==> config.mk <==
export PLATFORM = sky130hd
export DESIGN_NAME = reg_file
export DESIGN_NICKNAME = d
export VERILOG_FILES = /design/src/mips_isa_pkg.sv /design/src/reg_file.sv
export SDC_FILE = /design/constraint.sdc
export NUM_CORES = 2
export LEC_CHECK = 0
export BUFFER_PORTS_ARGS = -buffer_cell sky130_fd_sc_hd__clkbuf_2
export CAP_MARGIN = 5
export CORE_ASPECT_RATIO = 1.25
export CORE_MARGIN = 3
export CORE_UTILIZATION = 29
export CTS_CLUSTER_DIAMETER = 60
export DETAILED_ROUTE_END_ITERATION = 7
export PLACE_DENSITY_LB_ADDON = 0.08
export SLEW_MARGIN = 40
export SYNTH_ARGS = -nofsm -noshare
export SYNTH_HDL_FRONTEND = slang
export SYNTH_SLANG_ARGS = --single-unit
export TNS_END_PERCENT = 100
==> constraint.sdc <==
create_clock -name clk -period 2 [get_ports clk]
set_clock_uncertainty 0.15 [all_clocks]
set_input_delay 0.2 -clock clk [delete_from_list [all_inputs] [get_ports clk]]
set_output_delay 0.2 -clock clk [all_outputs]
set_load 0.01 [all_outputs]
==> src/mips_isa_pkg.sv <==
package mips_isa_pkg;

	localparam int XLEN       = 32;                 // Data word width
	localparam int REG_AW     = 5;                  // Register address width
	localparam int PC_W       = 16;                 // Word PC width, instruction port index
	localparam int IMM_W      = 16;                 // I-type immediate field
	localparam int TARGET_W   = 26;                 // J-type target field
	localparam int DMEM_WORDS = 256;                // Data memory depth in words
	localparam int DMEM_AW    = $clog2(DMEM_WORDS); // Word index bits above the byte lane

	// Primary opcode field, instr[31:26]
	typedef enum logic [5:0] {
		OP_RTYPE  = 6'b000000, // Decoded further by funct
		OP_REGIMM = 6'b000001, // Decoded further by rt
		OP_J      = 6'b000010,
		OP_JAL    = 6'b000011,
		OP_BEQ    = 6'b000100,
		OP_BNE    = 6'b000101,
		OP_ADDI   = 6'b001000,
		OP_ADDIU  = 6'b001001,
		OP_SLTI   = 6'b001010,
		OP_ANDI   = 6'b001100,
		OP_ORI    = 6'b001101,
		OP_XORI   = 6'b001110,
		OP_LUI    = 6'b001111,
		OP_LB     = 6'b100000,
		OP_LW     = 6'b100011,
		OP_SB     = 6'b101000,
		OP_SW     = 6'b101011
	} opcode_e;

	// R-type function field, instr[5:0]
	typedef enum logic [5:0] {
		F_JR   = 6'b001000,
		F_JALR = 6'b001001,
		F_ADDU = 6'b100001,
		F_SUBU = 6'b100011,
		F_AND  = 6'b100100,
		F_OR   = 6'b100101,
		F_XOR  = 6'b100110,
		F_SLT  = 6'b101010
	} funct_e;

	localparam logic [REG_AW-1:0] RT_BGEZ   = 5'b00001; // REGIMM rt selectors
	localparam logic [REG_AW-1:0] RT_BGEZAL = 5'b10001;
	localparam logic [REG_AW-1:0] RA_REG    = 5'd31;    // Link register $ra

endpackage

==> src/reg_file.sv <==
`timescale 1ns/100ps

module reg_file import mips_isa_pkg::*; (
	input  logic              clk,
	input  logic              rst_n,
	input  logic [REG_AW-1:0] ra1,  // Read port 1, rs
	input  logic [REG_AW-1:0] ra2,  // Read port 2, rt
	output logic [XLEN-1:0]   rd1,
	output logic [XLEN-1:0]   rd2,
	input  logic              we,
	input  logic [REG_AW-1:0] wa,
	input  logic [XLEN-1:0]   wd
);

	logic [XLEN-1:0] regs [2**REG_AW];

	// Register 0 clears on reset and is never written, so it reads as zero
	always_ff @(posedge clk or negedge rst_n)
	begin
		if (!rst_n)
		begin
			for (int i = 0; i < 2**REG_AW; i++)
			begin
				regs[i] <= '0;
			end
		end
		else if (we && (wa != '0))
		begin
			regs[wa] <= wd;
		end
	end

	assign rd1 = regs[ra1]; // Asynchronous reads
	assign rd2 = regs[ra2];

endmodule

==> impl_results.md <==
* Status: finished, violations left
* Violated checks: setup timing
* Maxcap violations at 0
* Synth top area share at around 46%
* Synth top cells by count: 1024 x dfrtp_1, 1024 x mux2i_1, 953 x mux2_2
* Crit-path max FO at 3
* First drt pass iteration count at 6
* Setup ws final at -0.569 ns
* Core Box Area at 191000 sq um
* Critical path's largest stage delay at 0.40 ns
* Tot Pwr at 65.6 mW
* Vias at 39500
* Synth Flop Type: dfrtp_1
* Top Ports at 114
* Critical setup path kind: flop to output pin
* Ys Warns at 0
* Synth Instances at 4601
* Die ar. at 198000 sq um
* Grt ovf at 0
* Final nets at 4960
* Reg2Reg Depth at 2
* Number of port buffers at 113
* Ys async rst share at 100%
* Leak pwr at 32.7 nW
* Crit. End Element: output pin
* Top reg by flops: regs
* Routed Antenna Nets at 0
* Wirelength per Cell at 29.1 microns
* Hold Path Depth at 2
* Power per cell area at approximately 940 nW/um^2
* Minimum clock period at 2.57 ns
* Area of the mapped netlist at 55900 sq um
* Post-synth top area cell: dfrtp_1
* Vias per cell at 5.24
* Final setup violation count at between 60 and 70
* Root Driver: clkbuf_16
* Sequential-to-total area share from yosys stat at 45.8%
* Largest net degree at the start of global routing at 92
* Syn_nets at 4651
* Initial core utilization at approximately 29%
* R2r startpoint: regs[947]$_DFFE_PN0P_
* Crit share post-route at 128%
* # rows at 179
* Top flop regs: regs: 1024 flops
* Final-report hold violation count at 0
* Antenna violations before repair at 2
* Critical path's top delay family: flip-flops
* FF-to-FF setup slack at between 0.9 and 1 ns
* Overall Global Routing Usage at 21.8%
* Synth area leaders: dfrtp_1 46%, mux2_2 19%, mux2i_1 18%
* Number of flops mapped to enable cells by yosys at 0
* Drt drc at 0
* Final design utilization at 36.6%
* Synth cell types at 28
* Gpl congestion at 0.790
* DRT Wirelength at 220000 microns
* RSZ-0062 raised after global routing: yes
* Pre-CTS WS at -0.593 ns
* Crit path DAT at 2.22 ns
* Slew headroom at between 40% and 50%
* CP endpoint: rd1[16]
* Max Freq at 389 MHz
* Critical path depth at 7
* Clock buffer depth at 3
* Area Overhead vs Synth at 25.0%
* Dpl cell area at around 64000 sq um
* Number of global-route vias before repair at 41800
* # H-tree levels at 4
* Cell area after layout at between 60000 and 70000 sq um
* Crit Reg-Reg Endpoint: regs[947]$_DFFE_PN0P_
* Clock-pin slew on the worst setup and hold paths at around 0.060 ns
* Final Slew Violations at 0
* Mean Syn Cell Area at around 12 sq um
* CTS tree: yes
* Iteration-0 DRC count of the detailed router at 2236
* Clock sink count at 1024
* Die height at 497 microns
* Critical path cell sequence: mux2i_1, a22o_1, nor3_2, a31oi_1, buf_4, nand3_4, buf_6
* Max reg flops at 1024
* Min-delay worst type: primary input to flop
* Worst-margin pin slew at around 0.80 ns
* Worst-Skew Late Latency at 0.75 ns
* Crit path from: regs[880]$_DFFE_PN0P_
* First-pass GRT wire length at 316000 microns
* Req. time, crit path at 1.65 ns
* Buffer and inverter count on the worst path at 2
* Layout cell share with drive strength beyond 1 at 39.7%
* Total CTS buffers at 130
* Die width at 399 microns
* Startpoint types: flop
* Detail Placement HPWL at approximately 150000 microns
* CP max-delay cell: dfrtp_1
* Synth Register Bits at 1024
* Worst VDD drop at 0.000763 V
[worst reg2reg max path: cells and delay by family (launching register included)]
family	cells	cell delay [ns]
mux	1	0.25
flops	1	0.39
buf+inv	1	0.14
[area by class of cell]
cell class	instances	area (sq um)
antenna	1	2.50
clock buffer	188	3890
clock inverter	40	474
fill	18500	121000
multi-input combinational	3104	29200
sequential	1024	25600
tap	2534	3170
timing repair buffer	650	7630
[cells in the final DEF, fill, tap and decap left out, drive strengths merged, types with 3 or more instances in the layout]
cell type    count
dfrtp         1024
mux2i         1024
mux2           992
buf            571
clkbuf         255
nand2          210
nand3          194
a22oi          192
a21oi          192
a22o           128
nor3            65
a31oi           64
clkinv          20
nor2            19
dlygate4sd3     11
bufinv           9
clkinvlp         9
nor2b            4
nand3b           4
nand2b           4
nor3b            4
or2              3
[cell families after synthesis]
group           Yosys count  share of synthesized area [%]
mux                    2016                           38.3
flops                  1024                           45.8
compound gates          576                           7.01
simple gates            512                           4.39
buf+inv                 473                           4.50
[worst min path at each step]
stage | startpoint | endpoint | slack (ns)
final | wd[13] | regs[13]$_DFFE_PN0P_ | 0.07
after global routing | wd[23] | regs[727]$_DFFE_PN0P_ | 0.08
after CTS | wd[11] | regs[11]$_DFFE_PN0P_ | 0.008
after detailed placement | rst_n | regs[679]$_DFFE_PN0P_ | -0.05
after global placement | rst_n | regs[743]$_DFFE_PN0P_ | -0.06
after floorplan | rst_n | regs[0]$_DFFE_PN0P_ | -0.25
[timing repair]
item | 4_1_cts | 5_1_grt
pin swaps | 105 | 88
endpoints found under the setup margin | 64 | 64
hold buffers | 11 | 0
endpoints found under the hold margin | 1119 | 0
gates cloned | 1 | 0
gates resized for setup | 216 | 88
buffers inserted | 5 | 3
[metrics by stage]
| stage | cells | TNS (ns) | hold WS [ns] |
|---|---|---|---|
| 2_1_floorplan | 4601 | 0 | -0.246 |
| 3_3_place_gp | 7306 | -77.31 | -0.0554 |
| 3_5_place_dp | 7306 | -71.47 | -0.0521 |
| 4_1_cts | 7541 | -35.16 | 0.00787 |
| 5_1_grt | 7541 | -37.03 | 0.0837 |
| 6_report | 7541 | -29.13 | 0.0668 |
[report_power, final]
group	total (mW)	switching [mW]	leakage (nW)	internal, mW
Clock	24.3	9.68	2.13	14.6
Sequential	27.7	2.99	13.1	24.7
Combinational	13.6	6.39	17.4	7.18
[metal layers]
| layer | share of wire (%) | up-vias | track usage, % |
|---|---|---|---|
| met5 | 0 | - | 0 |
| met4 | 2.2 | 0 | 5.26 |
| met3 | 2.5 | 239 | 2.17 |
| met2 | 48 | 613 | 36.7 |
| met1 | 47 | 21100 | 30.1 |
| li1 | - | 17600 | - |
(Power assumes the default switching activity.)
