===== config.mk =====
export PLATFORM = sky130hd
export DESIGN_NAME = alu
export DESIGN_NICKNAME = d
export VERILOG_FILES = /design/src/mips_isa_pkg.sv /design/src/mips_ctrl_pkg.sv /design/src/alu.sv
export SDC_FILE = /design/constraint.sdc
export NUM_CORES = 1
export LEC_CHECK = 0
export BUFFER_PORTS_ARGS = -buffer_cell sky130_fd_sc_hd__buf_2
export CAP_MARGIN = 20
export CORE_MARGIN = 4
export CORE_UTILIZATION = 30
export DETAILED_ROUTE_END_ITERATION = 8
export GPL_TIMING_DRIVEN = 0
export MAX_ROUTING_LAYER = met4
export PLACE_DENSITY = 0.45
export SLEW_MARGIN = 20
export SYNTH_ARGS = -nofsm -noshare
export SYNTH_HDL_FRONTEND = slang
export SYNTH_SLANG_ARGS = --single-unit

===== constraint.sdc =====
create_clock -name vclk -period 4.99
set_input_delay 0.499 -clock vclk [all_inputs]
set_output_delay 0.499 -clock vclk [all_outputs]
set_load 0.02 [all_outputs]

===== src/mips_isa_pkg.sv =====
package mips_isa_pkg;

	localparam int XLEN       = 32;                 // Data word width
	localparam int REG_AW     = 5;                  // Register address width
	localparam int PC_W       = 16;                 // Word PC width, instruction port index
	localparam int IMM_W      = 16;                 // I-type immediate field
	localparam int TARGET_W   = 26;                 // J-type target field
	localparam int DMEM_WORDS = 256;                // Data memory depth in words
	localparam int DMEM_AW    = $clog2(DMEM_WORDS); // Word index bits above the byte lane

	// Primary opcode field, instr[31:26]
	typedef enum logic [5:0] {
		OP_RTYPE  = 6'b000000, // Decoded further by funct
		OP_REGIMM = 6'b000001, // Decoded further by rt
		OP_J      = 6'b000010,
		OP_JAL    = 6'b000011,
		OP_BEQ    = 6'b000100,
		OP_BNE    = 6'b000101,
		OP_ADDI   = 6'b001000,
		OP_ADDIU  = 6'b001001,
		OP_SLTI   = 6'b001010,
		OP_ANDI   = 6'b001100,
		OP_ORI    = 6'b001101,
		OP_XORI   = 6'b001110,
		OP_LUI    = 6'b001111,
		OP_LB     = 6'b100000,
		OP_LW     = 6'b100011,
		OP_SB     = 6'b101000,
		OP_SW     = 6'b101011
	} opcode_e;

	// R-type function field, instr[5:0]
	typedef enum logic [5:0] {
		F_JR   = 6'b001000,
		F_JALR = 6'b001001,
		F_ADDU = 6'b100001,
		F_SUBU = 6'b100011,
		F_AND  = 6'b100100,
		F_OR   = 6'b100101,
		F_XOR  = 6'b100110,
		F_SLT  = 6'b101010
	} funct_e;

	localparam logic [REG_AW-1:0] RT_BGEZ   = 5'b00001; // REGIMM rt selectors
	localparam logic [REG_AW-1:0] RT_BGEZAL = 5'b10001;
	localparam logic [REG_AW-1:0] RA_REG    = 5'd31;    // Link register $ra

endpackage


===== src/mips_ctrl_pkg.sv =====
package mips_ctrl_pkg;

	// Next PC source
	typedef enum logic [1:0] {
		PC_BRANCH = 2'b00, // PC+1+offset when the condition holds
		PC_JUMP   = 2'b01, // Low bits of target26
		PC_REG    = 2'b10, // Value of rs, JR and JALR
		PC_NEXT   = 2'b11  // Plain PC+1
	} pc_src_e;

	// Destination register select
	typedef enum logic [1:0] {
		DST_RT = 2'd0, // I-type and loads
		DST_RD = 2'd1, // R-type and JALR
		DST_RA = 2'd2  // JAL and BGEZAL link to $ra
	} reg_dst_e;

	// Write-back data select
	typedef enum logic [1:0] {
		WB_ALU  = 2'd0,
		WB_MEM  = 2'd1, // Load data from data memory
		WB_LINK = 2'd2  // Return address PC+1
	} wb_src_e;

	// ALU operation as issued by the decoder
	typedef enum logic [3:0] {
		ALU_ADD   = 4'd0,
		ALU_SUB   = 4'd1,
		ALU_AND   = 4'd2,
		ALU_OR    = 4'd4,
		ALU_XOR   = 4'd5,
		ALU_FUNCT = 4'd6,  // ALU resolves funct on its own
		ALU_GEZ   = 4'd7,  // 1 when a >= 0 signed
		ALU_LUI   = 4'd9,
		ALU_SLT   = 4'd10
	} alu_op_e;

	// Branch taken on ALU zero flag set or clear
	typedef enum logic {
		BR_NE = 1'b0,
		BR_EQ = 1'b1
	} br_cond_e;

endpackage


===== src/alu.sv =====
`timescale 1ns/100ps

module alu import mips_isa_pkg::*, mips_ctrl_pkg::*; (
	input  logic [XLEN-1:0] a,      // rs
	input  logic [XLEN-1:0] b,      // rt or extended immediate
	input  alu_op_e         op,
	input  funct_e          funct,  // Used only with ALU_FUNCT
	output logic [XLEN-1:0] result,
	output logic            zero    // Branch decision flag
);

	alu_op_e eff_op; // Operation after funct resolution

	always_comb
	begin
		eff_op = op;
		if (op == ALU_FUNCT)
		begin
			case (funct)
				F_ADDU:  eff_op = ALU_ADD;
				F_SUBU:  eff_op = ALU_SUB;
				F_AND:   eff_op = ALU_AND;
				F_OR:    eff_op = ALU_OR;
				F_XOR:   eff_op = ALU_XOR;
				F_SLT:   eff_op = ALU_SLT;
				default: eff_op = ALU_ADD; // Not issued by the decoder
			endcase
		end
	end

	always_comb
	begin
		case (eff_op)
			ALU_ADD: result = a + b;
			ALU_SUB: result = a - b;
			ALU_AND: result = a & b;
			ALU_OR:  result = a | b;
			ALU_XOR: result = a ^ b;
			ALU_LUI: result = {b[XLEN/2-1:0], {(XLEN/2){1'b0}}}; // imm16 to upper half
			ALU_SLT: result = {{(XLEN-1){1'b0}}, $signed(a) < $signed(b)};
			ALU_GEZ: result = {{(XLEN-1){1'b0}}, ~a[XLEN-1]}; // Sign bit clear
			default: result = '0;
		endcase
	end

	assign zero = (result == '0);

endmodule


==> run summary <==
Summing all flip-flop and latch instances after layout gives 0 sq um. The I/O pin total came out at 107. The count of cell types in the netlist came out at 98. The data required time at the worst endpoint came out at 4.49 ns.

Routability-driven placement finished with a final weighted congestion of 0.964. The worst voltage drop across the vdd grid is 0.0535 mV. The worst max-slew margin expressed relative to the limit came out at 25.9%. The final max-slew violation count came out at 0. The layout sequential cell count came out at 0. The number of instances on the worst hold path came out at 4. The data arrival time at the worst-slack endpoint is 4.33 ns. The flow ran to the end, and the final reports show no timing, DRC or antenna violations.

The die is 151 um tall. The compound-cell area share of the yosys netlist is 41.5%. The vias after detailed routing is 7,780. Subtracting the final worst setup slack from the clock period gives 4.83 ns.

In this run the number of cells on the critical path is 15. The total power density per cell area came out at 124 nW/um^2. The leftover overflow at the end of global routing is 0.

The count of input and output buffers is 107. The worst stage delay on the critical path came out at 0.59 ns. The number of antenna violations at the first check in global routing came to 1. In this run the horizontal extent of the chip is 151 um. Walking the worst path, the cells encountered are buf_2 -> nor4bb_1 -> a31o_2 -> nand3_1 -> nor2_1 -> clkbuf_1 -> clkbuf_1 -> nand3_1 -> nand2_1 -> a21o_1 -> nor3_1 -> and4b_1 -> nand4_1 -> nor2_1 -> buf_2.

The layout cell share with drive strength beyond 1 came out at 18.6%. The post-detailed-route via-to-cell ratio came out at 6.00. On the critical path, the stage with the largest delay is an instance of sky130_fd_sc_hd__clkbuf_1. The total detailed-routing wirelength came out at 30.3 mm. The area share of and/or/nand/nor cells after synthesis came out at 24.2%. The worst setup path is of the input pin to primary output kind. Measured against the total synthesized area, the mux share comes to 0.573%. The pre-CTS setup slack is -0.118 ns. The remaining antenna violation count came out at 0.

The worst setup slack after layout is 0.162 ns. Along the worst path, the maximum fanout reaches 10. After Yosys synthesis, XOR and XNOR cells account for 1.15% of the synthesized area. The via count of the first global-routing pass is 7,318.

Setup total negative slack on the finished layout was measured at 0 ns. The first element of the critical path is funct[3]. The first-pass GRT wire length came out at 45.0 mm. The highest clock rate came out at 207 MHz. The number of design rule violations left after detail routing came out at 0. The number of detailed-routing iterations run before antenna repair came out at 6. After legalization and detailed placement, the total HPWL measured 24.4 mm. Max-cap violations in this run came to 0. The final cell count without fillers is 1,296.

STA classifies the critical path endpoint as a primary output. The initial core utilization is 31.0%. Dividing the synthesized area by the synthesized cell count gives 6.69 sq um. Yosys printed 0 warnings. Global routing used 26.3% of the available tracks across all layers.

The count of buffering cells on the critical path with inverters included came out at 4. The cell count after synthesis came out at 914. The number of DRC markers after the initial detailed-route iteration came out at 900.

The area added between synthesis and finish is 17.9%. The number of cells in the design after placement came out at 1,286. The gate family responsible for the most delay along the worst path is simple AND/OR/NAND/NOR gates.

Following the worst setup path forward leads to its endpoint at zero. Summing the areas of all fa, ha and maj instances in the mapped netlist gives 22.4% of the synthesized area. The share of the Yosys chip area taken by registers is 0%. The row count came out at 51. The setup violation total in the final timing report came out at 0. The worst path uses 96.7% of the clock period.

The final net count came out at 1,214. The count of clock-net buffers in the final layout is 0. After synthesis, the largest family of logic cells by area is compound AO/OA/AOI/OAI gates. In this run the static leakage power is 3.36 nW. The actual slew at the worst max-slew pin is 1.10 ns. The final routed wire length divided by cell count came out at 23.4 um. The pin count of the biggest net entering global routing came out at 11. The netlist area before placement came out at 6110 sq um. The floorplan step defined a die boundary enclosing 22,700 sq um. The total nets after synthesis is 1,096. The min-delay analysis places its worst path in the category input pin to primary output. The number of hold-slack violations in the final timing report is 0. The worst setup path is launched from an input pin. The area of the core is 19,700 sq um. Setup repair after global routing left no endpoint under its margin.
## kinds of logic (layout without fill, tap and decap cells)
family | Yosys count | in the layout
fa+ha+maj | 108 | 108
simple gates | 281 | 281
mux | 3 | 3
buf+inv | 149 | 265
other cells | 0 | 1
xor+xnor | 8 | 8
compound gates | 365 | 365
## how the worst min path moves through the flow
stage | from | to | slack, ns
4_1_cts | b[0] | result[16] | 1.60
2_1_floorplan | b[0] | result[16] | 1.27
3_3_place_gp | b[0] | result[16] | 1.60
6_report | b[0] | result[16] | 1.62
5_1_grt | b[0] | result[16] | 1.64
3_5_place_dp | b[0] | result[16] | 1.60
## tightest hold or removal path, stage by stage
cell	delay [ns]
sky130_fd_sc_hd__buf_2	0.19
sky130_fd_sc_hd__a22oi_1	0.09
sky130_fd_sc_hd__o211ai_1	0.15
sky130_fd_sc_hd__buf_2	0.19
## final cells by class
type	instances	area, sq um
Tap cell	265	332
Fill cell	2225	12500
Timing Repair Buffer	117	614
Buffer	50	260
Antenna cell	1	2.50
Inverter	98	368
Multi-Input combinational cell	765	5630
## cells in the final DEF, fill, tap and decap left out, types with 6 or more instances in the layout
master                     instances
sky130_fd_sc_hd__a221o_1           6
sky130_fd_sc_hd__and3_1            9
sky130_fd_sc_hd__a21oi_1          93
sky130_fd_sc_hd__o21ai_0          60
sky130_fd_sc_hd__nor2b_1           8
sky130_fd_sc_hd__a211o_1           8
sky130_fd_sc_hd__o21bai_1          8
sky130_fd_sc_hd__xnor2_1           7
sky130_fd_sc_hd__and4_1            6
sky130_fd_sc_hd__nand3_1          40
sky130_fd_sc_hd__a21o_1           26
sky130_fd_sc_hd__o21a_1            7
sky130_fd_sc_hd__nor2_1           66
sky130_fd_sc_hd__o31ai_1          10
sky130_fd_sc_hd__o211ai_1         19
sky130_fd_sc_hd__buf_4            13
sky130_fd_sc_hd__a211oi_1          8
sky130_fd_sc_hd__buf_2           123
sky130_fd_sc_hd__nor4_1           14
sky130_fd_sc_hd__ha_1            105
sky130_fd_sc_hd__clkbuf_1         23
sky130_fd_sc_hd__nand2_1          53
sky130_fd_sc_hd__or3_1             6
sky130_fd_sc_hd__o22ai_1           9
sky130_fd_sc_hd__a31oi_1          17
sky130_fd_sc_hd__a22oi_1           7
sky130_fd_sc_hd__nor3_1           23
sky130_fd_sc_hd__nor3b_1           6
sky130_fd_sc_hd__nand4_1          13
sky130_fd_sc_hd__a21boi_0          7
sky130_fd_sc_hd__inv_1            95
## repair_timing
item / CTS / global route
resized for setup: 6 / 21
cloned: 0 / 0
setup buffers: 1 / 8
hold buffers: 0 / 0
pin swaps: 1 / 8
setup endpoints to repair: 1 / 1
## power breakdown
part	leakage (nW)	internal [mW]	switching, mW
clock	0.00000919	0.0000000228	0
sequential	0	0	0
combinational	3.36	0.301	0.590
total	3.36	0.301	0.590
## through the flow
step                cell area [sq um]  utilization (%)  hold WS, ns  total power [mW]
finish                           7200             36.5         1.62             0.891
global route                     7200             36.5         1.64             0.962
CTS                              7030             35.7         1.60             0.849
detailed placement               6980             35.4         1.60             0.838
global placement                 6980             35.4         1.60             0.842
floorplan                        6110                -         1.27             0.549
## per-layer routing
layer	GRT usage [%]	up-vias	share of wire, %
li1	-	3646	-
met1	36.4	3680	45
met2	39.2	396	42
met3	4.76	58	9.0
met4	7.62	0	3.7
met5	-	-	0
## cells in the mapped netlist, drive strengths merged, types with 6 or more instances
cell / number / area (sq um)
nor2: 67 / 259
nor4: 18 / 119
nand2: 54 / 205
o22ai: 9 / 56.3
o21a: 7 / 52.6
o2111ai: 6 / 58.8
and3: 9 / 56.3
o21ai: 65 / 325
a211o: 8 / 70.1
nor3b: 6 / 45.0
and4: 6 / 52.6
o21bai: 8 / 60.1
a221oi: 6 / 58.8
o211ai: 20 / 155
nand3: 41 / 210
nor3: 24 / 120
or3: 6 / 37.5
a211oi: 10 / 80.1
o31ai: 13 / 111
a21boi: 8 / 60.1
a21o: 26 / 195
buf: 27 / 166
nand4: 13 / 81.3
xnor2: 7 / 61.3
a31oi: 18 / 113
a2111oi: 6 / 96.3
o221ai: 6 / 58.8
ha: 106 / 1330
a221o: 6 / 60.1
nor2b: 8 / 50.1
inv: 98 / 368
clkbuf: 24 / 90.1
a21oi: 95 / 479
nand2b: 6 / 37.5
a22oi: 7 / 52.6
Note: power is estimated with default switching activity, not from simulation.
