**src/mips_isa_pkg.sv**
```systemverilog
package mips_isa_pkg;

	localparam int XLEN       = 32;                 // Data word width
	localparam int REG_AW     = 5;                  // Register address width
	localparam int PC_W       = 16;                 // Word PC width, instruction port index
	localparam int IMM_W      = 16;                 // I-type immediate field
	localparam int TARGET_W   = 26;                 // J-type target field
	localparam int DMEM_WORDS = 256;                // Data memory depth in words
	localparam int DMEM_AW    = $clog2(DMEM_WORDS); // Word index bits above the byte lane

	// Primary opcode field, instr[31:26]
	typedef enum logic [5:0] {
		OP_RTYPE  = 6'b000000, // Decoded further by funct
		OP_REGIMM = 6'b000001, // Decoded further by rt
		OP_J      = 6'b000010,
		OP_JAL    = 6'b000011,
		OP_BEQ    = 6'b000100,
		OP_BNE    = 6'b000101,
		OP_ADDI   = 6'b001000,
		OP_ADDIU  = 6'b001001,
		OP_SLTI   = 6'b001010,
		OP_ANDI   = 6'b001100,
		OP_ORI    = 6'b001101,
		OP_XORI   = 6'b001110,
		OP_LUI    = 6'b001111,
		OP_LB     = 6'b100000,
		OP_LW     = 6'b100011,
		OP_SB     = 6'b101000,
		OP_SW     = 6'b101011
	} opcode_e;

	// R-type function field, instr[5:0]
	typedef enum logic [5:0] {
		F_JR   = 6'b001000,
		F_JALR = 6'b001001,
		F_ADDU = 6'b100001,
		F_SUBU = 6'b100011,
		F_AND  = 6'b100100,
		F_OR   = 6'b100101,
		F_XOR  = 6'b100110,
		F_SLT  = 6'b101010
	} funct_e;

	localparam logic [REG_AW-1:0] RT_BGEZ   = 5'b00001; // REGIMM rt selectors
	localparam logic [REG_AW-1:0] RT_BGEZAL = 5'b10001;
	localparam logic [REG_AW-1:0] RA_REG    = 5'd31;    // Link register $ra

endpackage

```
**src/mips_ctrl_pkg.sv**
```systemverilog
package mips_ctrl_pkg;

	// Next PC source
	typedef enum logic [1:0] {
		PC_BRANCH = 2'b00, // PC+1+offset when the condition holds
		PC_JUMP   = 2'b01, // Low bits of target26
		PC_REG    = 2'b10, // Value of rs, JR and JALR
		PC_NEXT   = 2'b11  // Plain PC+1
	} pc_src_e;

	// Destination register select
	typedef enum logic [1:0] {
		DST_RT = 2'd0, // I-type and loads
		DST_RD = 2'd1, // R-type and JALR
		DST_RA = 2'd2  // JAL and BGEZAL link to $ra
	} reg_dst_e;

	// Write-back data select
	typedef enum logic [1:0] {
		WB_ALU  = 2'd0,
		WB_MEM  = 2'd1, // Load data from data memory
		WB_LINK = 2'd2  // Return address PC+1
	} wb_src_e;

	// ALU operation as issued by the decoder
	typedef enum logic [3:0] {
		ALU_ADD   = 4'd0,
		ALU_SUB   = 4'd1,
		ALU_AND   = 4'd2,
		ALU_OR    = 4'd4,
		ALU_XOR   = 4'd5,
		ALU_FUNCT = 4'd6,  // ALU resolves funct on its own
		ALU_GEZ   = 4'd7,  // 1 when a >= 0 signed
		ALU_LUI   = 4'd9,
		ALU_SLT   = 4'd10
	} alu_op_e;

	// Branch taken on ALU zero flag set or clear
	typedef enum logic {
		BR_NE = 1'b0,
		BR_EQ = 1'b1
	} br_cond_e;

endpackage

```
**src/core_ifs.sv**
```systemverilog
`timescale 1ns/100ps

// Decoded control fields from control_unit to the datapath
interface ctrl_if import mips_ctrl_pkg::*; ();
	pc_src_e  pc_src;
	reg_dst_e reg_dst;
	wb_src_e  wb_src;
	alu_op_e  alu_op;
	logic     alu_imm;    // ALU operand b is the extended immediate
	logic     reg_we;     // Register write, single bit
	logic     mem_we;     // Data memory store
	logic     mem_byte;   // Byte access instead of word
	logic     imm_signed; // Sign or zero extension of imm16
	br_cond_e br_cond;

	modport decoder (output pc_src, reg_dst, wb_src, alu_op, alu_imm, reg_we, mem_we,
		mem_byte, imm_signed, br_cond);
	modport datapath (input pc_src, reg_dst, wb_src, alu_op, alu_imm, reg_we, mem_we,
		mem_byte, imm_signed, br_cond);
endinterface


```
**src/control_unit.sv**
```systemverilog
`timescale 1ns/100ps

module control_unit import mips_isa_pkg::*, mips_ctrl_pkg::*; (
	input  opcode_e           opcode, // instr[31:26]
	input  funct_e            funct,  // instr[5:0], R-type only
	input  logic [REG_AW-1:0] rt,     // Selects BGEZ or BGEZAL
	ctrl_if.decoder           ctrl
);

	always_comb
	begin
		ctrl.pc_src     = PC_NEXT; // Defaults give a no-op
		ctrl.reg_dst    = DST_RT;
		ctrl.wb_src     = WB_ALU;
		ctrl.alu_op     = ALU_ADD;
		ctrl.alu_imm    = 1'b0;
		ctrl.reg_we     = 1'b0;
		ctrl.mem_we     = 1'b0;
		ctrl.mem_byte   = 1'b0;
		ctrl.imm_signed = 1'b1;
		ctrl.br_cond    = BR_EQ;

		case (opcode)
			OP_RTYPE:
			begin
				ctrl.reg_dst = DST_RD; // Three register format
				case (funct)
					F_JR:
						ctrl.pc_src = PC_REG; // PC = rs
					F_JALR:
					begin
						ctrl.pc_src = PC_REG;
						ctrl.wb_src = WB_LINK; // rd gets PC+1
						ctrl.reg_we = 1'b1;
					end
					F_ADDU, F_SUBU, F_AND, F_OR, F_XOR, F_SLT:
					begin
						ctrl.alu_op = ALU_FUNCT; // ALU decodes funct itself
						ctrl.reg_we = 1'b1;
					end
					default: ; // Unsupported funct, no-op
				endcase
			end
			OP_REGIMM:
			begin
				ctrl.alu_op  = ALU_GEZ; // Result nonzero when rs >= 0
				ctrl.br_cond = BR_NE;   // So taken on zero flag clear
				case (rt)
					RT_BGEZ:
						ctrl.pc_src = PC_BRANCH;
					RT_BGEZAL:
					begin
						ctrl.pc_src  = PC_BRANCH;
						ctrl.reg_dst = DST_RA;  // Links taken or not
						ctrl.wb_src  = WB_LINK;
						ctrl.reg_we  = 1'b1;
					end
					default: ;
				endcase
			end
			OP_J:
				ctrl.pc_src = PC_JUMP;
			OP_JAL:
			begin
				ctrl.pc_src  = PC_JUMP;
				ctrl.reg_dst = DST_RA;
				ctrl.wb_src  = WB_LINK;
				ctrl.reg_we  = 1'b1;
			end
			OP_BEQ, OP_BNE:
			begin
				ctrl.pc_src  = PC_BRANCH;
				ctrl.alu_op  = ALU_SUB;  // rs - rt, zero on equal
				ctrl.br_cond = (opcode == OP_BEQ) ? BR_EQ : BR_NE;
			end
			OP_ADDI, OP_ADDIU, OP_SLTI, OP_ANDI, OP_ORI, OP_XORI, OP_LUI:
			begin
				ctrl.alu_imm = 1'b1;
				ctrl.reg_we  = 1'b1;
				case (opcode)
					OP_SLTI: ctrl.alu_op = ALU_SLT;
					OP_ANDI: ctrl.alu_op = ALU_AND;
					OP_ORI:  ctrl.alu_op = ALU_OR;
					OP_XORI: ctrl.alu_op = ALU_XOR;
					OP_LUI:  ctrl.alu_op = ALU_LUI;
					default: ctrl.alu_op = ALU_ADD; // ADDI and ADDIU
				endcase
				// Logic ops and LUI take a zero-extended immediate
				ctrl.imm_signed = (opcode == OP_ADDI) || (opcode == OP_ADDIU) ||
					(opcode == OP_SLTI);
			end
			OP_LB, OP_LW:
			begin
				ctrl.alu_imm  = 1'b1; // Address = rs + offset
				ctrl.wb_src   = WB_MEM;
				ctrl.reg_we   = 1'b1;
				ctrl.mem_byte = (opcode == OP_LB);
			end
			OP_SB, OP_SW:
			begin
				ctrl.alu_imm  = 1'b1;
				ctrl.mem_we   = 1'b1; // Store data is rt
				ctrl.mem_byte = (opcode == OP_SB);
			end
			default: ; // Unknown opcode, PC+1 only
		endcase
	end

endmodule

```
**src/flat_wrapper.sv**
```systemverilog
// flat-port wrapper written by rule: the top's interface ports become plain ports
module control_unit_flat import mips_isa_pkg::*, mips_ctrl_pkg::*;
  (opcode, funct, rt, ctrl_pc_src, ctrl_reg_dst, ctrl_wb_src, ctrl_alu_op, ctrl_alu_imm, ctrl_reg_we, ctrl_mem_we, ctrl_mem_byte, ctrl_imm_signed, ctrl_br_cond);
  ctrl_if ctrl_i ();
  input  opcode_e opcode;
  input  funct_e funct;
  input  logic [REG_AW-1:0] rt;
  output wire logic [$bits(ctrl_i.pc_src)-1:0] ctrl_pc_src;
  output wire logic [$bits(ctrl_i.reg_dst)-1:0] ctrl_reg_dst;
  output wire logic [$bits(ctrl_i.wb_src)-1:0] ctrl_wb_src;
  output wire logic [$bits(ctrl_i.alu_op)-1:0] ctrl_alu_op;
  output wire logic [$bits(ctrl_i.alu_imm)-1:0] ctrl_alu_imm;
  output wire logic [$bits(ctrl_i.reg_we)-1:0] ctrl_reg_we;
  output wire logic [$bits(ctrl_i.mem_we)-1:0] ctrl_mem_we;
  output wire logic [$bits(ctrl_i.mem_byte)-1:0] ctrl_mem_byte;
  output wire logic [$bits(ctrl_i.imm_signed)-1:0] ctrl_imm_signed;
  output wire logic [$bits(ctrl_i.br_cond)-1:0] ctrl_br_cond;
  assign ctrl_pc_src = ctrl_i.pc_src;
  assign ctrl_reg_dst = ctrl_i.reg_dst;
  assign ctrl_wb_src = ctrl_i.wb_src;
  assign ctrl_alu_op = ctrl_i.alu_op;
  assign ctrl_alu_imm = ctrl_i.alu_imm;
  assign ctrl_reg_we = ctrl_i.reg_we;
  assign ctrl_mem_we = ctrl_i.mem_we;
  assign ctrl_mem_byte = ctrl_i.mem_byte;
  assign ctrl_imm_signed = ctrl_i.imm_signed;
  assign ctrl_br_cond = ctrl_i.br_cond;
  control_unit u_core (.opcode(opcode), .funct(funct), .rt(rt), .ctrl(ctrl_i));
endmodule
```
**config.mk**
```make
export PLATFORM = sky130hd
export DESIGN_NAME = control_unit_flat
export DESIGN_NICKNAME = d
export VERILOG_FILES = /design/src/mips_isa_pkg.sv /design/src/mips_ctrl_pkg.sv /design/src/core_ifs.sv /design/src/control_unit.sv /design/src/flat_wrapper.sv
export SDC_FILE = /design/constraint.sdc
export NUM_CORES = 1
export LEC_CHECK = 0
export BUFFER_PORTS_ARGS = -buffer_cell sky130_fd_sc_hd__buf_2
export CAP_MARGIN = 5
export CORE_AREA = 5 5 42 44
export DETAILED_ROUTE_END_ITERATION = 6
export DIE_AREA = 0 0 47 49
export PLACE_DENSITY = 0.74
export SLEW_MARGIN = 40
export SYNTH_ARGS = -nofsm -noshare
export SYNTH_HDL_FRONTEND = slang
export SYNTH_SLANG_ARGS = --single-unit
```
**constraint.sdc**
```tcl
create_clock -name vclk -period 1.3
set_input_delay 0.065 -clock vclk [all_inputs]
set_output_delay 0.065 -clock vclk [all_outputs]
set_load 0.05 [all_outputs]
```
==> results.ini, run 1 <==
[sta]
finalMaxSlewViolations = 0
maxSlewHeadroom_pct = 77.2
setup_viol_count_final = 4
tightest_slew_ns = 0.338
worst_slack_ns = -0.190
fmax_mhz = 671
fin_crit_ns = 1.49
fin_crit_sh_pct = 115
final-hold-violation-count = 0
rsz0062_at_grt = yes

[finish]
final_layout_size_suffix_gt1_share_pct = 70.0
layout.nets = 139
area_growth_pct = 128
stdcell_count = 136
finalInstanceArea_um2 = 1030
seq_cells = 0
layout_common_cells = buf_2 (20), buf_4 (17), buf_6 (14), nor2_1 (6), nand2b_1 (5)
clockBufferCount = 0
layout_commonest_cell = buf_2
ff_latch_area_um2 = 0
num_antenna_cells = 0

[logic_synthesis]
synth_area_per_cell_um2 = 6.36
netlist_area_um2 = 452
seq_area_frac_synth_pct = 0
netlist_instances = 71
ys_types = 36
yosys_warnings = 0
synth_nets = 88

[critical_path]
cp.required_ns = 1.24
crit_chain = buf_6 -> or4_4 -> or3_4 -> o211ai_4 -> buf_6
cp_top_family = simple AND/OR/NAND/NOR gates
start_kind = input pin
worstSetupPathType = input pin to output port
cp_slowest_cell = or4_4
worstPathMaxFanout = 3
slowest_delay_ns = 0.56
cp_num_cells = 5
cp-end-kind = output port
path_buf_inv = 2
cpMostUsedCell = buf_6
cp.arrival_ns = 1.43

[placed_design]
port_buffers = 33
place_congestion = 0.758
hpwl_um = 1380
pre_cts_ws_ns = -0.293
place_inst = 134
placed_area_um2 = 831

[global_routing]
grt-ovfl-total = 0
grt_pass1_vias = 721
grt_pass1_wl_um = 2990
antenna_found_initial = 0
gr-usage-all-layers_pct = 16.2
grt_max_degree = 13

[power]
seqPwrFrac_pct = 0
power_per_cell_area_nw_per_um2 = 308
ir_drop_mv = 0.178
internal_power_mw = 0.146
power_leakage_nw = 0.425
pwr-share-comb_pct = 100.0
p_sw_mw = 0.171
p_sw_share_pct = 53.8
clkPwrFrac_pct = 0

[floorplan]
die_h_um = 49
dieArea_um2 = 2300
die_x_um = 47
core_um2 = 1400
rows = 14
start_util_pct = 32.2
io_pins = 33

[route]
routed_wl_um = 1860
first_pass_iters = 4
avgRoutedWirePerCell_um = 13.7
ant_nets = 0
via_per_inst = 5.37
vias = 730
drt-initial-drc-count = 8
drcViolationCount = 0

[worst_hold_path]
hold_depth = 5
hold_class = input pin to output port

[status]
status = finished, violations left
violations = setup timing

[job]
max-cap-violations = 0

timing repair:
action                                  CTS  global route
hold buffers                              0             0
resized for setup                        25            18
buffers inserted                          1             1
endpoints found under the hold margin     0             0
pin swaps                                 8             7
endpoints found under the setup margin    8             9
power groups by stage:
stage	registers, mW	logic [mW]	clock network [mW]
2_1_floorplan	0	0.156	0
5_1_grt	0	0.340	0
4_1_cts	0	0.287	0
3_5_place_dp	0	0.258	0
3_3_place_gp	0	0.253	0
6_report	0	0.317	0
layer usage:
metal / up-vias / global-route usage [%] / share of wire (%)
met2: 24 / 29.0 / 51
met1: 336 / 21.0 / 40
met4: 0 / 2.30 / 2.1
met3: 4 / 0.738 / 6.4
met5: - / 0 / 0
li1: 366 / - / -
cell families (layout without fill, tap and decap cells):
group,after synthesis,in the layout,share of synthesized area [%]
and+or+nand+nor,42,42,57.9
AOI/OAI and AO/OA,17,17,27.7
buffers and inverters,9,58,8.03
xor gates and xnor gates,2,2,3.88
muxes,1,1,2.49
per-stage QoR:
stage / setup TNS (ns) / hold WS [ns] / total power [mW] / util [%]
6_report: -0.537 / 0.586 / 0.317 / 73.5
2_1_floorplan: -1.14 / 0.337 / 0.156 / -
4_1_cts: -0.528 / 0.638 / 0.287 / 67.1
3_5_place_dp: -1.26 / 0.636 / 0.258 / 59.3
5_1_grt: -0.733 / 0.621 / 0.340 / 73.5
3_3_place_gp: -1.12 / 0.630 / 0.253 / 59.3
synthesized netlist by cell type (2+ instances only):
cell type | n | area (µm²)
nand2b_1 | 6 | 37.5
nor4b_1 | 3 | 26.3
clkbuf_1 | 2 | 7.51
nor2b_1 | 4 | 25.0
xor2_1 | 2 | 17.5
inv_1 | 4 | 15.0
nor3_1 | 3 | 15.0
nand2_1 | 3 | 11.3
nor2_1 | 8 | 30.0
and3_1 | 2 | 12.5
o21ai_0 | 3 | 15.0
buf_2 | 2 | 10.0
and2_1 | 2 | 12.5
nand3b_1 | 2 | 15.0
a21oi_1 | 3 | 15.0
nand4_1 | 2 | 12.5
layout make-up:
class / instances / area (µm²)
multi-input cells: 62 / 561
well taps: 16 / 20.0
inverters: 4 / 18.8
repair buffers: 54 / 430
fillers: 103 / 372
worst paths after layout:
| path | from | to | slack (ns) |
|---|---|---|---|
| setup / recovery | opcode[5] | ctrl_reg_we | -0.19 |
| hold / removal | funct[4] | ctrl_reg_we | 0.59 |
No activity file was read; power rests on OpenSTA's default activity.
==> inputs of run 2 (changes only) <==
--- a/config.mk
+++ b/config.mk
@@ -11,6 +11,7 @@
 export DETAILED_ROUTE_END_ITERATION = 6
 export DIE_AREA = 0 0 47 49
 export PLACE_DENSITY = 0.74
+export RECOVER_POWER = 25
 export SLEW_MARGIN = 40
 export SYNTH_ARGS = -nofsm -noshare
 export SYNTH_HDL_FRONTEND = slang
==> run 2 against run 1 <==
  * The flow still finishes with violations (setup timing)
  * Wire length hardly changed
  * Count of clock-buffer cells in the layout stayed put
  * Sequential share of layout area stayed put
  * Hold slack about the same
  * Via count unchanged
  * Total power is essentially flat
  * Die area is the same
  * Combinational power hardly changed
  * Utilization unchanged
  * Critical path type unchanged
==> results.ini, run 2 (synthesized netlist as in run 1, its figures left out) <==
[status]
status = finished, violations left
violations = setup timing

[sta]
maxSlewHeadroom_pct = 77.2
fin_crit_ns = 1.49
final-hold-violation-count = 0
finalMaxSlewViolations = 0
fin_crit_sh_pct = 115
tightest_slew_ns = 0.338
fmax_mhz = 671
tns_ns = -0.536
setup_viol_count_final = 4
worst_slack_ns = -0.190
rsz0062_at_grt = yes

[finish]
layout.nets = 139
layout_common_cells = buf_2 (18), buf_4 (17), buf_6 (14), nor2_1 (6), nand2b_1 (5)
clockBufferCount = 0
layout_commonest_cell = buf_2
stdcell_count = 136
area_growth_pct = 128
final_layout_size_suffix_gt1_share_pct = 70.0
num_antenna_cells = 0
seq_cells = 0
ff_latch_area_um2 = 0

[power]
power_per_cell_area_nw_per_um2 = 308
power_leakage_nw = 0.423
ir_drop_mv = 0.178

[worst_hold_path]
hold_class = input pin to output port
hold_depth = 5

[floorplan]
die_h_um = 49
rows = 14
core_um2 = 1400
start_util_pct = 32.2
die_x_um = 47
io_pins = 33
dieArea_um2 = 2300

[job]
max-cap-violations = 0

[critical_path]
cp.required_ns = 1.24
worstPathMaxFanout = 3
cp.arrival_ns = 1.42
cp-end-kind = output port
start_kind = input pin
worstSetupPathType = input pin to output port

[placed_design]
place_inst = 134
place_congestion = 0.758
port_buffers = 33
pre_cts_ws_ns = -0.293
hpwl_um = 1380

[global_routing]
grt_max_degree = 13
grt_pass1_vias = 721
gr-usage-all-layers_pct = 16.2
grt-ovfl-total = 0
antenna_found_initial = 0
grt_pass1_wl_um = 2990

[route]
drcViolationCount = 0
vias = 730
routed_wl_um = 1860
ant_nets = 0
via_per_inst = 5.37
avgRoutedWirePerCell_um = 13.7
drt-initial-drc-count = 10
first_pass_iters = 4

[cts]
cts_hold_buf = 0

run 2: cell types whose count changed in the layout (fill, tap and decap cells not counted), sizes merged:
| cell | before | now |
|---|---|---|
| clkbuf | 0 | 2 |
| buf | 54 | 52 |
run 2: path summary, 6_finish.rpt:
kind | endpoint | start
worst max-delay path | ctrl_reg_we | opcode[5]
worst min-delay path | ctrl_reg_we | funct[4]
run 2: cell type report:
cell class / count / area (µm²)
Multi-Input combinational cell: 62 / 561
Fill cell: 103 / 372
Inverter: 4 / 18.8
Tap cell: 16 / 20.0
Timing Repair Buffer: 54 / 430
run 2: critical path, stage by stage:
cell and delay [ns]:
buf_6 0.09, or4_4 0.56, or3_4 0.44, o211ai_4 0.08, buf_6 0.18
run 2: per-stage QoR:
stage	hold slack, ns	area [µm²]	total power, mW	utilization [%]
after global placement	0.630	831	0.253	59.3
final	0.587	1030	0.317	73.5
after global routing	0.621	1030	0.340	73.5
after CTS	0.638	941	0.287	67.1
after floorplan	0.337	524	0.156	-
after detailed placement	0.636	831	0.258	59.3
run 2: timing repair:
item,in CTS,in global routing
setup buffers,1,1
pin swaps,8,7
setup endpoints to repair,8,9
resized for setup,25,18
run 2: routing by layer:
| layer | wire, µm | vias up | track usage [%] |
|---|---|---|---|
| met1 | 725 | 335 | 21.0 |
| li1 | - | 365 | - |
| met4 | 40 | 0 | 2.30 |
| met5 | 0 | - | 0 |
| met2 | 954 | 26 | 29.0 |
| met3 | 137 | 4 | 0.738 |
run 2: power breakdown:
group	leakage [nW]	switching, mW	internal, mW
registers	0	0	0
clock network	0	0	0
logic	0.423	0.171	0.146
==> inputs of run 3 (changes only) <==
==> constraint.sdc (replaced) <==
create_clock -name vclk -period 1.6
set_input_delay 0.08 -clock vclk [all_inputs]
set_output_delay 0.08 -clock vclk [all_outputs]
set_load 0.05 [all_outputs]
==> run 3 against run 2 <==
  * The run now ends clean
  * First-iteration DRC count fell by 10%
  * Sequential cell count is the same
  * Wire length is 15% lower
  * Sequential share of layout area unchanged
  * Total power fell by 42%
  * Design area down 32%
  * Critical endpoint unchanged
==> results.ini, run 3 (synthesized netlist as in run 1, its figures left out) <==
[floorplan]
rows = 14
dieArea_um2 = 2300
die_h_um = 49
die_x_um = 47
core_um2 = 1400
start_util_pct = 32.2
io_pins = 33

[critical_path]
cp-end-kind = output port
cp.arrival_ns = 1.45
worstSetupPathType = input pin to output port
crit_start = opcode[2]
start_kind = input pin
worstPathMaxFanout = 4
cp.required_ns = 1.52

[worst_hold_path]
hold_depth = 4
min-delay-start = opcode[3]
hold_class = input pin to output port

[global_routing]
busiest_layer = met2
met2_usage_pct = 23.5
gr-usage-all-layers_pct = 13.8
antenna_found_initial = 0
grt_max_degree = 16
grt_pass1_vias = 597
use_met3_pct = 1.11
grt_use_met1_pct = 19.2
grt_pass1_wl_um = 2590
grt-ovfl-total = 0

[status]
status = complete, no violations

[route]
first_pass_iters = 4
drt-initial-drc-count = 9
avgRoutedWirePerCell_um = 13.1
routed_wl_um = 1580
via_per_inst = 5.53
vias = 669
drcViolationCount = 0
ant_nets = 0

[finish]
layout.nets = 124
final_util_pct = 50.2
ff_latch_area_um2 = 0
seq_cells = 0
layout_commonest_cell = buf_2
num_antenna_cells = 0
clockBufferCount = 0
area_growth_pct = 55.7
final_layout_size_suffix_gt1_share_pct = 45.7
nFillCells = 168
multi_input_area_um2 = 454
layout_common_cells = buf_2 (27), nor2_1 (8), nand2b_1 (6), buf_4 (6)

[sta]
finalMaxSlewViolations = 0
tightest_slew_ns = 0.601
rsz0062_at_grt = no
final-hold-violation-count = 0
fin_crit_sh_pct = 95.5
setup_viol_count_final = 0
maxSlewHeadroom_pct = 60.1
fin_crit_ns = 1.53
fmax_mhz = 655

[power]
power_leakage_nw = 0.303
finalPower_mw = 0.183
power_per_cell_area_nw_per_um2 = 261
ir_drop_mv = 0.0969

[cts]
post-cts-setup-buffers = 0

[placed_design]
place_congestion = 0.869
hpwl_um = 1300
port_buffers = 33

[job]
max-cap-violations = 0

-- run 3: what timing repair did --
item,in CTS,in global routing
hold buffers,0,0
setup endpoints to repair,1,2
gates resized for setup,1,2
-- run 3: worst paths after layout --
kind	slack [ns]	to
worst max-delay path	0.07	ctrl_reg_we
worst min-delay path	0.65	ctrl_wb_src[1]
-- run 3: layout make-up --
type	count	share of cell area (%)
multi-input cells	62	64.6
well taps	16	2.85
repair buffers	39	30.4
inverters	4	2.14
-- run 3: where the power goes --
group	internal [mW]	switching (mW)	total, mW
Sequential	0	0	0
Clock	0	0	0
Combinational	0.0670	0.116	0.183
Total	0.0670	0.116	0.183
-- run 3: per-stage QoR --
step / hold slack, ns / worst slack, ns / area [µm²] / TNS [ns] / cells
floorplan: 0.367 / -0.250 / 490 / -0.286 / 71
global placement: 0.642 / -0.00544 / 699 / -0.00544 / 121
detailed placement: 0.644 / -0.0174 / 699 / -0.0174 / 121
CTS: 0.645 / 0.0428 / 702 / 0 / 121
global route: 0.676 / 0.0210 / 703 / 0 / 121
finish: 0.647 / 0.0726 / 703 / 0 / 121
-- run 3: worst max-delay path, cell delays in order --
cell and delay, ns:
buf_2 0.10, or4_4 0.57, nor3_4 0.15, o2111ai_1 0.18
o211ai_4 0.19, buf_6 0.18
-- run 3: metal layers --
metal / wire, µm / share of wire, % / vias to the layer above
li1: - / - / 334
met1: 648 / 41 / 311
met2: 794 / 50 / 24
met3: 139 / 8.8 / 0
met4: 0 / 0 / 0
met5: 0 / 0 / -
